===== config.mk =====
export PLATFORM = sky130hd
export DESIGN_NAME = ladder_top
export DESIGN_NICKNAME = d
export VERILOG_FILES = /design/src/design/ladder_pkg.sv /design/src/design/ladder_regfile.sv /design/src/design/ladder_decode.sv /design/src/design/ladder_execute.sv /design/src/design/ladder_result.sv /design/src/design/ladder_top.sv
export VERILOG_INCLUDE_DIRS = /design/src /design/src/design
export SDC_FILE = /design/constraint.sdc
export NUM_CORES = 2
export LEC_CHECK = 0
export ABC_AREA = 1
export BUFFER_PORTS_ARGS = -buffer_cell sky130_fd_sc_hd__buf_4
export CORE_UTILIZATION = 50
export DETAILED_ROUTE_END_ITERATION = 8
export HOLD_SLACK_MARGIN = 0.02
export PLACE_DENSITY = 0.66
export SETUP_SLACK_MARGIN = 0.02
export SLEW_MARGIN = 20
export SYNTH_ARGS = -nofsm -noshare
export SYNTH_HDL_FRONTEND = slang
export SYNTH_HIERARCHICAL = 1
export SYNTH_SLANG_ARGS = --single-unit

===== constraint.sdc =====
create_clock -name clk -period 3.8 [get_ports clk]
set_clock_uncertainty 0.1 [all_clocks]
set_input_delay 0.76 -clock clk [delete_from_list [all_inputs] [get_ports clk]]
set_output_delay 0.76 -clock clk [all_outputs]
set_load 0.1 [all_outputs]

===== src/design/ladder_defs.svh =====
// shared sizes for the Montgomery ladder controller
// field width, slot address width, scalar length, step count
`ifndef LADDER_DEFS_SVH
`define LADDER_DEFS_SVH

// field element width, the ALU owns the prime
`define LAD_WID 16

// operand slot address, 32 slots in the store
`define LAD_AWID 5

// scalar bits, one ladder iteration per bit
`define LAD_BITS 16

// iteration counter, counts LAD_BITS-1 down to 0
`define LAD_CNTWID 5

// microprogram steps in one iteration
// 1 scalar bit fetch, 2 conditional swaps, 18 field ops
`define LAD_STEPS 21

`endif


===== src/design/ladder_pkg.sv =====
// ladder controller types
// operand slot names, micro-operation codes, microprogram step
`include "ladder_defs.svh"

package ladder_pkg;

    // operand store slot map, slots 19..31 unused
    typedef enum logic [`LAD_AWID-1:0] {
        SLOT_X1,    // base point u-coordinate
        SLOT_X2,
        SLOT_Z2,
        SLOT_X3,
        SLOT_Z3,
        SLOT_K,     // scalar
        SLOT_A24,   // curve constant
        SLOT_A,
        SLOT_AA,
        SLOT_B,
        SLOT_BB,
        SLOT_E,
        SLOT_T,     // z2 temporary
        SLOT_C,
        SLOT_D,
        SLOT_DA,
        SLOT_CB,
        SLOT_S,     // da-cb and its square
        SLOT_SUM    // da+cb
    } slot_e;

    // low two bits are the ALU opcode
    typedef enum logic [2:0] {
        OP_ADD  = 3'b000,
        OP_SUB  = 3'b001,
        OP_MUL  = 3'b010,
        OP_SWAP = 3'b011,
        OP_KBIT = 3'b100    // handled locally, never sent to the ALU
    } op_e;

    // one microprogram step, 23 bits
    typedef struct packed {
        op_e   op;
        slot_e src_a;
        slot_e src_b;
        slot_e dst;
        slot_e dst2;    // second target of a swap
    } step_t;

endpackage


===== src/design/ladder_regfile.sv =====
// operand store for the ladder controller
// 32 words, two operand read ports, host readback, host and result writes
`timescale 1ns/1ps
`include "ladder_defs.svh"

module ladder_regfile
(
    input  logic                 clk,
    input  logic                 rst,
    input  logic                 host_we,
    input  logic [`LAD_AWID-1:0] host_addr,
    input  logic [`LAD_WID-1:0]  host_data,
    input  logic [`LAD_AWID-1:0] addr_a,
    input  logic [`LAD_AWID-1:0] addr_b,
    input  logic [`LAD_AWID-1:0] rd_addr,
    input  logic                 we1,
    input  logic [`LAD_AWID-1:0] wa1,
    input  logic [`LAD_WID-1:0]  wd1,
    input  logic                 we2,
    input  logic [`LAD_AWID-1:0] wa2,
    input  logic [`LAD_WID-1:0]  wd2,
    output logic [`LAD_WID-1:0]  opa,
    output logic [`LAD_WID-1:0]  opb,
    output logic [`LAD_WID-1:0]  rd_data
);

    logic [`LAD_WID-1:0] mem [2**`LAD_AWID];

    always_ff @(posedge clk)
    begin
        if (host_we)
            mem[host_addr] <= host_data;
        if (we1)
            mem[wa1] <= wd1;    // arithmetic result or swap a
        if (we2)
            mem[wa2] <= wd2;    // swap b
    end

    assign opa     = mem[addr_a];
    assign opb     = mem[addr_b];
    assign rd_data = mem[rd_addr];

    // host loads are held off by busy at the top level
    a_host_vs_result: assert property (@(posedge clk) disable iff (rst)
        host_we |-> !(we1 || we2));

    // swap targets come from the microprogram table
    a_dual_write: assert property (@(posedge clk) disable iff (rst)
        (we1 && we2) |-> (wa1 != wa2));

endmodule


===== src/design/ladder_decode.sv =====
// ladder sequencer
// iteration counter, step index, 21 step microprogram table
`timescale 1ns/1ps
`include "ladder_defs.svh"

module ladder_decode
(
    input  logic                   clk,
    input  logic                   rst,
    input  logic                   start,
    input  logic                   step_done,
    output logic                   busy,
    output logic                   done,
    output logic                   step_go,
    output ladder_pkg::step_t      step,
    output logic [`LAD_CNTWID-1:0] cnt
);

    logic [4:0] idx;        // step index inside one iteration
    logic       launch;     // first step_go of a run
    logic       last_step;

    assign last_step = (idx == 5'(`LAD_STEPS - 1));

    ////////////////////////////////////////////////////////////////////////////
    // sequencing
    always_ff @(posedge clk)
    begin
        if (rst)
        begin
            busy    <= 1'b0;
            done    <= 1'b0;
            step_go <= 1'b0;
            launch  <= 1'b0;
            idx     <= '0;
            cnt     <= '0;
        end
        else
        begin
            done    <= 1'b0;
            step_go <= launch;
            launch  <= start && !busy;
            if (start && !busy)
            begin
                busy <= 1'b1;
                idx  <= '0;
                cnt  <= `LAD_CNTWID'(`LAD_BITS - 1);   // top scalar bit first
            end
            else if (step_done)
            begin
                if (!last_step)
                begin
                    idx     <= idx + 5'd1;
                    step_go <= 1'b1;
                end
                else if (cnt != '0)
                begin
                    idx     <= '0;
                    cnt     <= cnt - 1'b1;
                    step_go <= 1'b1;
                end
                else
                begin
                    busy <= 1'b0;   // falls with done
                    done <= 1'b1;
                end
            end
        end
    end

    ////////////////////////////////////////////////////////////////////////////
    // microprogram, fields are op, src_a, src_b, dst, dst2
    always_comb
    begin
        case (idx)
            5'd0:  step = '{ladder_pkg::OP_KBIT, ladder_pkg::SLOT_K, ladder_pkg::SLOT_K,
                            ladder_pkg::SLOT_K, ladder_pkg::SLOT_K};
            5'd1:  step = '{ladder_pkg::OP_SWAP, ladder_pkg::SLOT_X2, ladder_pkg::SLOT_X3,
                            ladder_pkg::SLOT_X2, ladder_pkg::SLOT_X3};
            5'd2:  step = '{ladder_pkg::OP_SWAP, ladder_pkg::SLOT_Z2, ladder_pkg::SLOT_Z3,
                            ladder_pkg::SLOT_Z2, ladder_pkg::SLOT_Z3};
            5'd3:  step = '{ladder_pkg::OP_ADD, ladder_pkg::SLOT_X2, ladder_pkg::SLOT_Z2,
                            ladder_pkg::SLOT_A, ladder_pkg::SLOT_A};
            5'd4:  step = '{ladder_pkg::OP_MUL, ladder_pkg::SLOT_A, ladder_pkg::SLOT_A,
                            ladder_pkg::SLOT_AA, ladder_pkg::SLOT_AA};
            5'd5:  step = '{ladder_pkg::OP_SUB, ladder_pkg::SLOT_X2, ladder_pkg::SLOT_Z2,
                            ladder_pkg::SLOT_B, ladder_pkg::SLOT_B};
            5'd6:  step = '{ladder_pkg::OP_MUL, ladder_pkg::SLOT_B, ladder_pkg::SLOT_B,
                            ladder_pkg::SLOT_BB, ladder_pkg::SLOT_BB};
            5'd7:  step = '{ladder_pkg::OP_SUB, ladder_pkg::SLOT_AA, ladder_pkg::SLOT_BB,
                            ladder_pkg::SLOT_E, ladder_pkg::SLOT_E};
            5'd8:  step = '{ladder_pkg::OP_MUL, ladder_pkg::SLOT_AA, ladder_pkg::SLOT_BB,
                            ladder_pkg::SLOT_X2, ladder_pkg::SLOT_X2};
            5'd9:  step = '{ladder_pkg::OP_MUL, ladder_pkg::SLOT_A24, ladder_pkg::SLOT_E,
                            ladder_pkg::SLOT_T, ladder_pkg::SLOT_T};
            5'd10: step = '{ladder_pkg::OP_ADD, ladder_pkg::SLOT_AA, ladder_pkg::SLOT_T,
                            ladder_pkg::SLOT_T, ladder_pkg::SLOT_T};
            5'd11: step = '{ladder_pkg::OP_MUL, ladder_pkg::SLOT_E, ladder_pkg::SLOT_T,
                            ladder_pkg::SLOT_Z2, ladder_pkg::SLOT_Z2};
            5'd12: step = '{ladder_pkg::OP_ADD, ladder_pkg::SLOT_X3, ladder_pkg::SLOT_Z3,
                            ladder_pkg::SLOT_C, ladder_pkg::SLOT_C};
            5'd13: step = '{ladder_pkg::OP_SUB, ladder_pkg::SLOT_X3, ladder_pkg::SLOT_Z3,
                            ladder_pkg::SLOT_D, ladder_pkg::SLOT_D};
            5'd14: step = '{ladder_pkg::OP_MUL, ladder_pkg::SLOT_D, ladder_pkg::SLOT_A,
                            ladder_pkg::SLOT_DA, ladder_pkg::SLOT_DA};
            5'd15: step = '{ladder_pkg::OP_MUL, ladder_pkg::SLOT_C, ladder_pkg::SLOT_B,
                            ladder_pkg::SLOT_CB, ladder_pkg::SLOT_CB};
            5'd16: step = '{ladder_pkg::OP_ADD, ladder_pkg::SLOT_DA, ladder_pkg::SLOT_CB,
                            ladder_pkg::SLOT_SUM, ladder_pkg::SLOT_SUM};
            5'd17: step = '{ladder_pkg::OP_MUL, ladder_pkg::SLOT_SUM, ladder_pkg::SLOT_SUM,
                            ladder_pkg::SLOT_X3, ladder_pkg::SLOT_X3};
            5'd18: step = '{ladder_pkg::OP_SUB, ladder_pkg::SLOT_DA, ladder_pkg::SLOT_CB,
                            ladder_pkg::SLOT_S, ladder_pkg::SLOT_S};
            5'd19: step = '{ladder_pkg::OP_MUL, ladder_pkg::SLOT_S, ladder_pkg::SLOT_S,
                            ladder_pkg::SLOT_S, ladder_pkg::SLOT_S};
            5'd20: step = '{ladder_pkg::OP_MUL, ladder_pkg::SLOT_X1, ladder_pkg::SLOT_S,
                            ladder_pkg::SLOT_Z3, ladder_pkg::SLOT_Z3};
            default: step = '0;
        endcase
    end

    a_done_in_run: assert property (@(posedge clk) disable iff (rst)
        step_done |-> busy);

endmodule


===== src/design/ladder_execute.sv =====
// ladder execute stage
// issues one field op at a time to the ALU and waits for its answer
// scalar fetch steps bypass the ALU
`timescale 1ns/1ps
`include "ladder_defs.svh"

module ladder_execute
(
    input  logic                clk,
    input  logic                rst,
    input  logic                step_go,
    input  ladder_pkg::step_t   step,
    input  logic                swap_flag,
    input  logic [`LAD_WID-1:0] opa,
    input  logic [`LAD_WID-1:0] opb,
    output logic                alu_req,
    output logic [1:0]          alu_op,
    output logic                alu_swap,
    output logic [`LAD_WID-1:0] alu_a,
    output logic [`LAD_WID-1:0] alu_b,
    input  logic                alu_vld,
    input  logic [`LAD_WID-1:0] alu_res,
    input  logic [`LAD_WID-1:0] alu_res_swap,
    output logic                res_vld,
    output logic [`LAD_WID-1:0] res,
    output logic [`LAD_WID-1:0] res_swap
);

    localparam logic [1:0] EX_IDLE  = 2'd0;
    localparam logic [1:0] EX_ISSUE = 2'd1;
    localparam logic [1:0] EX_WAIT  = 2'd2;

    logic [1:0] state;

    assign alu_req = (state == EX_ISSUE);   // one cycle per request

    always_ff @(posedge clk)
    begin
        if (rst)
        begin
            state   <= EX_IDLE;
            res_vld <= 1'b0;
        end
        else
        begin
            res_vld <= 1'b0;
            case (state)
                EX_IDLE:
                begin
                    if (step_go && step.op == ladder_pkg::OP_KBIT)
                        res_vld <= 1'b1;    // K goes straight to result
                    else if (step_go)
                        state <= EX_ISSUE;
                end
                EX_ISSUE:
                    state <= EX_WAIT;
                EX_WAIT:
                begin
                    if (alu_vld)
                    begin
                        res_vld <= 1'b1;
                        state   <= EX_IDLE;
                    end
                end
                default:
                    state <= EX_IDLE;
            endcase
        end
    end

    // operand and answer registers
    always_ff @(posedge clk)
    begin
        if (state == EX_IDLE && step_go)
        begin
            alu_op   <= step.op[1:0];
            alu_swap <= swap_flag;
            alu_a    <= opa;
            alu_b    <= opb;
            res      <= opa;    // scalar word for a fetch step
        end
        else if (state == EX_WAIT && alu_vld)
        begin
            res      <= alu_res;
            res_swap <= alu_res_swap;
        end
    end

    a_vld_when_waiting: assert property (@(posedge clk) disable iff (rst)
        alu_vld |-> (state == EX_WAIT));

endmodule


===== src/design/ladder_result.sv =====
// ladder result stage
// writes ALU answers to the store, keeps the swap flag and the previous
// scalar bit
`timescale 1ns/1ps
`include "ladder_defs.svh"

module ladder_result
(
    input  logic                   clk,
    input  logic                   rst,
    input  logic                   res_vld,
    input  ladder_pkg::step_t      step,
    input  logic [`LAD_CNTWID-1:0] cnt,
    input  logic                   busy,
    input  logic [`LAD_WID-1:0]    res,
    input  logic [`LAD_WID-1:0]    res_swap,
    output logic                   we1,
    output logic                   we2,
    output logic [`LAD_AWID-1:0]   wa1,
    output logic [`LAD_AWID-1:0]   wa2,
    output logic [`LAD_WID-1:0]    wd1,
    output logic [`LAD_WID-1:0]    wd2,
    output logic                   swap_flag,
    output logic                   step_done
);

    localparam int BIT_W = $clog2(`LAD_WID);

    logic is_kbit;
    logic kbit;
    logic prev_bit;     // scalar bit of the last iteration

    assign is_kbit = (step.op == ladder_pkg::OP_KBIT);
    assign kbit    = res[cnt[BIT_W-1:0]];

    ////////////////////////////////////////////////////////////////////////////
    // control
    always_ff @(posedge clk)
    begin
        if (rst)
        begin
            we1       <= 1'b0;
            we2       <= 1'b0;
            step_done <= 1'b0;
            swap_flag <= 1'b0;
            prev_bit  <= 1'b0;
        end
        else
        begin
            we1       <= res_vld && !is_kbit;
            we2       <= res_vld && step.op == ladder_pkg::OP_SWAP;
            step_done <= res_vld;
            if (!busy)
                prev_bit <= 1'b0;
            else if (res_vld && is_kbit)
            begin
                swap_flag <= prev_bit ^ kbit;   // swap only when the bit changes
                prev_bit  <= kbit;
            end
        end
    end

    // write addresses and data
    always_ff @(posedge clk)
    begin
        if (res_vld)
        begin
            wa1 <= step.dst;
            wa2 <= step.dst2;
            wd1 <= res;
            wd2 <= res_swap;
        end
    end

endmodule


===== src/design/ladder_top.sv =====
// Montgomery ladder controller top level
// operand store, sequencer, execute stage and result stage
`timescale 1ns/1ps
`include "ladder_defs.svh"

module ladder_top
(
    input  logic                 clk,
    input  logic                 rst,
    input  logic                 start,
    output logic                 busy,
    output logic                 done,
    input  logic                 ld_we,
    input  logic [`LAD_AWID-1:0] ld_addr,
    input  logic [`LAD_WID-1:0]  ld_data,
    input  logic [`LAD_AWID-1:0] rd_addr,
    output logic [`LAD_WID-1:0]  rd_data,
    output logic                 alu_req,
    output logic [1:0]           alu_op,
    output logic                 alu_swap,
    output logic [`LAD_WID-1:0]  alu_a,
    output logic [`LAD_WID-1:0]  alu_b,
    input  logic                 alu_vld,
    input  logic [`LAD_WID-1:0]  alu_res,
    input  logic [`LAD_WID-1:0]  alu_res_swap
);

    ladder_pkg::step_t      step;
    logic                   step_go;
    logic                   step_done;
    logic [`LAD_CNTWID-1:0] cnt;
    logic                   swap_flag;
    logic [`LAD_WID-1:0]    opa;
    logic [`LAD_WID-1:0]    opb;
    logic                   res_vld;
    logic [`LAD_WID-1:0]    res;
    logic [`LAD_WID-1:0]    res_swap;
    logic                   we1;
    logic                   we2;
    logic [`LAD_AWID-1:0]   wa1;
    logic [`LAD_AWID-1:0]   wa2;
    logic [`LAD_WID-1:0]    wd1;
    logic [`LAD_WID-1:0]    wd2;

    ladder_regfile u_regfile (
        .clk(clk), .rst(rst),
        .host_we(ld_we && !busy),   // loads only between runs
        .host_addr(ld_addr), .host_data(ld_data),
        .addr_a(step.src_a), .addr_b(step.src_b), .rd_addr(rd_addr),
        .we1(we1), .wa1(wa1), .wd1(wd1),
        .we2(we2), .wa2(wa2), .wd2(wd2),
        .opa(opa), .opb(opb), .rd_data(rd_data)
    );

    ladder_decode u_decode (
        .clk(clk), .rst(rst), .start(start), .step_done(step_done),
        .busy(busy), .done(done), .step_go(step_go), .step(step), .cnt(cnt)
    );

    ladder_execute u_execute (
        .clk(clk), .rst(rst), .step_go(step_go), .step(step),
        .swap_flag(swap_flag), .opa(opa), .opb(opb),
        .alu_req(alu_req), .alu_op(alu_op), .alu_swap(alu_swap),
        .alu_a(alu_a), .alu_b(alu_b),
        .alu_vld(alu_vld), .alu_res(alu_res), .alu_res_swap(alu_res_swap),
        .res_vld(res_vld), .res(res), .res_swap(res_swap)
    );

    ladder_result u_result (
        .clk(clk), .rst(rst), .res_vld(res_vld), .step(step), .cnt(cnt),
        .busy(busy), .res(res), .res_swap(res_swap),
        .we1(we1), .we2(we2), .wa1(wa1), .wa2(wa2), .wd1(wd1), .wd2(wd2),
        .swap_flag(swap_flag), .step_done(step_done)
    );

endmodule


# --- Yosys cells after proc, flatten, opt, wreduce, memory -nomap -nowiden ---
# Memory sizes are Yosys's and may differ from the RTL's. A register that Yosys moved wholly into a read port is not among the register bits.
# Cells that the tools add are included.
classes:
  add_sub_neg: 2
  magnitude_cmp: 1
  n_eq_ne: 10
  n_mux: 34
  bitwise: 5
  reduce_logical: 26
ops:
  columns: ["cell", "count"]
  rows:
  - ["$mux W16", 2]
  - ["$mux W5", 4]
  - ["$mux W1", 18]
  - ["$mux W4", 4]
  - ["$reduce_and A3 Y1", 4]
  - ["$logic_and A1 B1 Y1", 8]
  - ["$ne A2 B2 Y1 const B", 4]
  - ["$reduce_bool A2 Y1", 4]
  - ["$mux W2", 3]
  - ["$pmux W2 S3", 1]
  - ["$reduce_and A2 Y1", 3]
  - ["$add A5 B1 Y5 const B", 1]
  - ["$eq A5 B5 Y1 const B", 1]
  - ["$lt A4 B5 Y1 const B", 1]
  - ["$reduce_bool A5 Y1", 1]
  - ["$sub A5 B1 Y5 const B", 1]
  - ["$bmux W1 S4", 1]
  - ["$not A1 Y1", 4]
  - ["$reduce_or A2 Y1", 2]
  - ["$reduce_or A4 Y1", 1]
  - ["$eq A3 B2 Y1 const B", 1]
  - ["$eq A3 B3 Y1 const B", 1]
  - ["$eq A2 B1 Y1 const B", 1]
  - ["$eq A2 B2 Y1 const B", 1]
  - ["other kinds (5)", 6]
word_totals:
  regBits: 115
  mem_bits_rw: 512
  rom_bits: 736
  output_inout_bits: 54
  memories: 2
mem_list:
  columns: ["memory", "depth", "word_bits", "read_ports", "rd_ports_with_merged_regs", "write_ports", "line_no", "rtl"]
  rows:
  - ["(no name shown)", 32, 23, 1, 1, 0, "ladder_decode.sv:75", "case (idx)"]
  - ["u_regfile.mem", 32, 16, 3, 1, 3, "ladder_regfile.sv:27", "logic [`LAD_WID-1:0] mem [2**`LAD_AWID];"]

# --- Depth between registers and ports, before layout ---
depth:
  word_depth: 5
  mapped_depth: 18

# --- By module ---
# Netlist, hierarchy kept.
by_module_without_submodules:
  columns: ["mod", "n_inst", "cells_each", "area_per_inst_um2", "seq_area_each_um2"]
  rows:
  - ["ladder_regfile", 1, 6310, 40787.9, 15374.7]
  - ["ladder_execute", 1, 139, 2391.0, 2072.0]
  - ["ladder_decode", 1, 272, 1991.9, 680.7]
  - ["ladder_result", 1, 120, 1702.9, 1361.3]
  - ["ladder_top", 1, 2, 10.0, 0.0]

# --- Worst setup path before layout ---
# Ideal clock, no wire load.
synth_timing:
  path_type: "input -> output"
  startpoint: "input port rd_addr[0]"
  endpoint: "output port rd_data[10]"
  t_arrival_ns: 2.576
  setup_slack_ns: 0.364
  cell_stages: 12
  path_buffers: 3
  cell_sequence: "clkbuf_1 > inv_1 > clkbuf_1 > clkbuf_1 > nand2_1 > nand3_1 > nand3_1 > nand2_1 > nand2_1 > nand2_1 > nand2_1 > nand2_1"
synth_between:
  elab_chain_len: 1
synth_rtl:
  columns: ["item", "line_no", "rtl"]
  rows:
  - ["start, declared", "ladder_top.sv:16", "input logic [`LAD_AWID-1:0] rd_addr,"]
  - ["$mem_v2 Z32 W16", null, null]
  - ["end, declared", "ladder_top.sv:17", "output logic [`LAD_WID-1:0] rd_data,"]
# Every way passes these cells.

# --- Final worst setup path ---
layout_timing:
  startpoint: "input port rd_addr[0]"
  endpoint: "output port rd_data[8]"
# Same word-level chain as after synthesis.

==> flow_summary.json <==
{
  "status": "finished clean",
  "layout-drive-gt1-share": 0.08666,
  "h-tree-depth": 3,
  "cts_max_path_buffers": 3,
  "multi_input_area_um2": 24210,
  "fin_crit_ps": 3780,
  "cp_max_fo": 49,
  "numCtsBuffers": 78,
  "seq_area_frac_synth": 0.4157,
  "cp.required_ps": 2940,
  "reg2reg_depth": 12,
  "final_antenna_net_count": 0,
  "grt_start_max_net_pins": 124,
  "tightest_slew_ps": 1268,
  "use_met2": 0.6766,
  "report.final.slew_viol_count": 0,
  "critPathArrivalTime_ps": 2920,
  "ir_drop_mv": 0.4280,
  "ys_ff_latch": 663,
  "relSlewSlack": 0.1493,
  "use_met3": 0.2545,
  "drv_cap": 0,
  "die-area_um2": 95000,
  "die_w_um": 308.2,
  "cts_sinks": 663,
  "clock_latency_ps": 680,
  "cts_resized": 0,
  "met1_usage": 0.6582,
  "drtIter0Drc": 11020,
  "leakage_nw": 21.11,
  "setup_tns_ps": 0,
  "hpwlAfterDp_um": 161400,
  "hold_path_depth": 1,
  "fin_cells": 7965,
  "num_io_pins": 117,
  "cts_tree": "yes",
  "synth_area_um2": 46880,
  "grt_pass1_vias": 46870,
  "area_growth_pct": 10.62,
  "grt_pass1_wl_um": 345000,
  "rsz0062_at_grt": "false",
  "syn-num-nets": 6918,
  "grt_antenna_before_repair": 14,
  "dp_cells": 7816,
  "rows": 111,
  "grt_overflow_total": 0,
  "register_area_um2": 19510,
  "setup_ws_ps": 20.47,
  "synthCells": 6843,
  "pre_cts_ws_ps": 213.5,
  "min_path_type": "in2reg",
  "track_usage": 0.5122,
  "nets": 6728,
  "fmax_mhz": 264.6,
  "wl_per_cell_um": 31.30,
  "start_util": 0.5084,
  "via_per_inst": 6.766,
  "postLayoutCoreUtil": 0.5624,
  "hold_buffers": 0,
  "power.total_w": 0.01886,
  "ys_warn_count": 6,
  "ys_types": 40,
  "setup_viol": 0,
  "critPathCaptureType": "output pin",
  "via_count": 53890,
  "p_per_area_nw_per_um2": 363.7,
  "fill_cells": 8817,
  "drc": 0,
  "avgSynthCellArea_um2": 6.851,
  "post_cts_buffers": 0,
  "hold_viol": 0,
  "cts_root_buf": "clkbuf_16",
  "port_buffers": 116,
  "die_y_um": 308.2,
  "drt_wl_total_um": 249300,
  "crit_type": "in2out",
  "coreArea_um2": 92220,
  "worstSetupStartpointType": "input port",
  "gp_congestion": 1.043,
  "period_share": 0.9946,
  "firstDrtPassIters": 9,
  "clk_pin_slew_worst_paths_ps": 60,
  "busiest_layer": "met2"
}
## Yosys cell counts
master / n / area [µm²]
inv_1: 156 / 585.6
nor2_8: 1 / 20.02
nor2_2: 5 / 31.28
nand2_4: 5 / 56.30
nor2_4: 5 / 56.30
buf_6: 4 / 45.04
a21oi_1: 69 / 345.3
nand3b_1: 1 / 7.510
nor3_2: 7 / 70.07
o22ai_1: 320 / 2002
inv_6: 3 / 26.28
o21ai_1: 2 / 10.01
buf_2: 36 / 180.2
a21oi_2: 2 / 17.52
dfxtp_1: 42 / 840.8
o21ai_0: 591 / 2958
nand4_1: 4 / 25.02
a31o_2: 1 / 8.760
nand3_1: 1240 / 6206
nand4_4: 1 / 21.27
o21a_1: 1 / 7.510
clkinv_1: 11 / 41.29
o211ai_2: 1 / 12.51
clkbuf_1: 543 / 2038
nor3_1: 24 / 120.1
buf_1: 52 / 195.2
edfxtp_1: 621 / 18650
a31oi_1: 1 / 6.260
inv_2: 9 / 33.78
nand3_2: 8 / 80.08
nand2_2: 11 / 68.82
nand2_1: 2567 / 9635
buf_12: 1 / 20.02
ha_1: 12 / 150.1
buf_4: 6 / 45.04
nand2_8: 1 / 20.02
o211ai_1: 116 / 870.8
nor2_1: 359 / 1348
xor2_1: 2 / 17.52
or2_1: 2 / 12.51
## kinds of logic after synthesis
| family | count (synthesis) | share of synthesized area |
|---|---|---|
| buf+inv | 821 | 0.06848 |
| simple gates | 4241 | 0.3792 |
| xor+xnor | 2 | 0.0003737 |
| flops | 663 | 0.4157 |
| compound gates | 1104 | 0.1331 |
| fa+ha+maj | 12 | 0.003202 |
## worst paths after layout
path                                startpoint  slack, ps                               to
setup / recovery                    rd_addr[0]         20                       rd_data[8]
hold / removal                 alu_res_swap[3]        170  u_execute/res_swap[3]$_DFFE_PP_
hold reg to reg       u_decode/step[1]$_DFF_P_        300        u_result/wa2[1]$_DFFE_PP_
setup reg to reg  u_decode/cnt[1]$_SDFFE_PP0P_        690     u_decode/step[14]$_SDFF_PP0_
## power by group
part | total, W | internal, W | leakage, nW | switching, W
sequential | 0.00817 | 0.00807 | 5.94 | 0.0000985
clock | 0.00779 | 0.00446 | 1.25 | 0.00332
combinational | 0.00291 | 0.000741 | 13.9 | 0.00216
total | 0.0189 | 0.0133 | 21.1 | 0.00559
## placed cells by master, fill, tap and decap left out, types with 2 or more instances in the layout
cell,netlist,layout
nand2_1,2567,2567
nand3_1,1240,1240
edfxtp_1,621,621
o21ai_0,591,591
nor2_1,359,351
buf_4,6,331
o22ai_1,320,320
inv_1,156,140
o211ai_1,116,116
clkbuf_16,0,80
a21oi_1,69,69
buf_12,1,39
dfxtp_1,42,35
nor3_1,24,24
clkinv_1,11,21
inv_2,9,17
clkinv_2,0,15
clkbuf_1,543,14
nor2_2,5,13
ha_1,12,12
nand2_2,11,11
nand3_2,8,8
inv_6,3,7
clkbuf_8,0,7
bufinv_16,0,7
diode_2,0,6
dfxtp_4,0,6
nor3_2,7,6
inv_4,0,5
clkinvlp_4,0,5
nand2_4,5,5
nor2_4,5,5
nand4_1,4,4
inv_8,0,3
xor2_1,2,2
a21oi_2,2,2
o21ai_1,2,2
or2_1,2,2
## worst max-delay path, cell delays in order
cell	delay [ps]
clkbuf_8	180
inv_8	180
buf_12	180
buf_12	240
nand2_1	80
nand3_1	80
nand3_1	90
nand2_1	110
nand2_1	110
nand2_1	170
nand2_1	100
nand2_1	240
buf_4	340
## area by class of cell
type                            count  share of cell area
Inverter                          179             0.01382
Clock inverter                     43            0.008202
Timing Repair Buffer              372             0.06345
Multi-Input combinational cell   5359              0.4668
Clock buffer                      100             0.04121
Antenna cell                        6           0.0002895
Sequential cell                   663              0.3762
Tap cell                         1243             0.02999
## metal layers
layer | wire, µm | up-vias
met4 | 18660 | 18
met3 | 48900 | 897
li1 | - | 22960
met2 | 94180 | 5229
met5 | 213 | -
met1 | 87330 | 24790
## sequential cells by signal (all words and copies together) (netlist names), 5 cells and up
signal              flops
u_result/wa2            5
u_result/wd1           16
u_regfile/mem         512
u_decode/idx            5
u_result/wa1            5
u_decode/step          20
u_execute/alu_b        16
u_execute/alu_a        16
u_execute/res_swap     16
u_execute/res          16
u_result/wd2           16
u_decode/cnt            5
## metrics by stage
stage               area [µm²]  hold WS, ps
floorplan                46880        285.5
global placement         49290        285.6
detailed placement       49290        289.5
CTS                      51850        147.2
global route             51850        159.0
finish                   51860        169.9
Power figures use the tool's default switching activity.
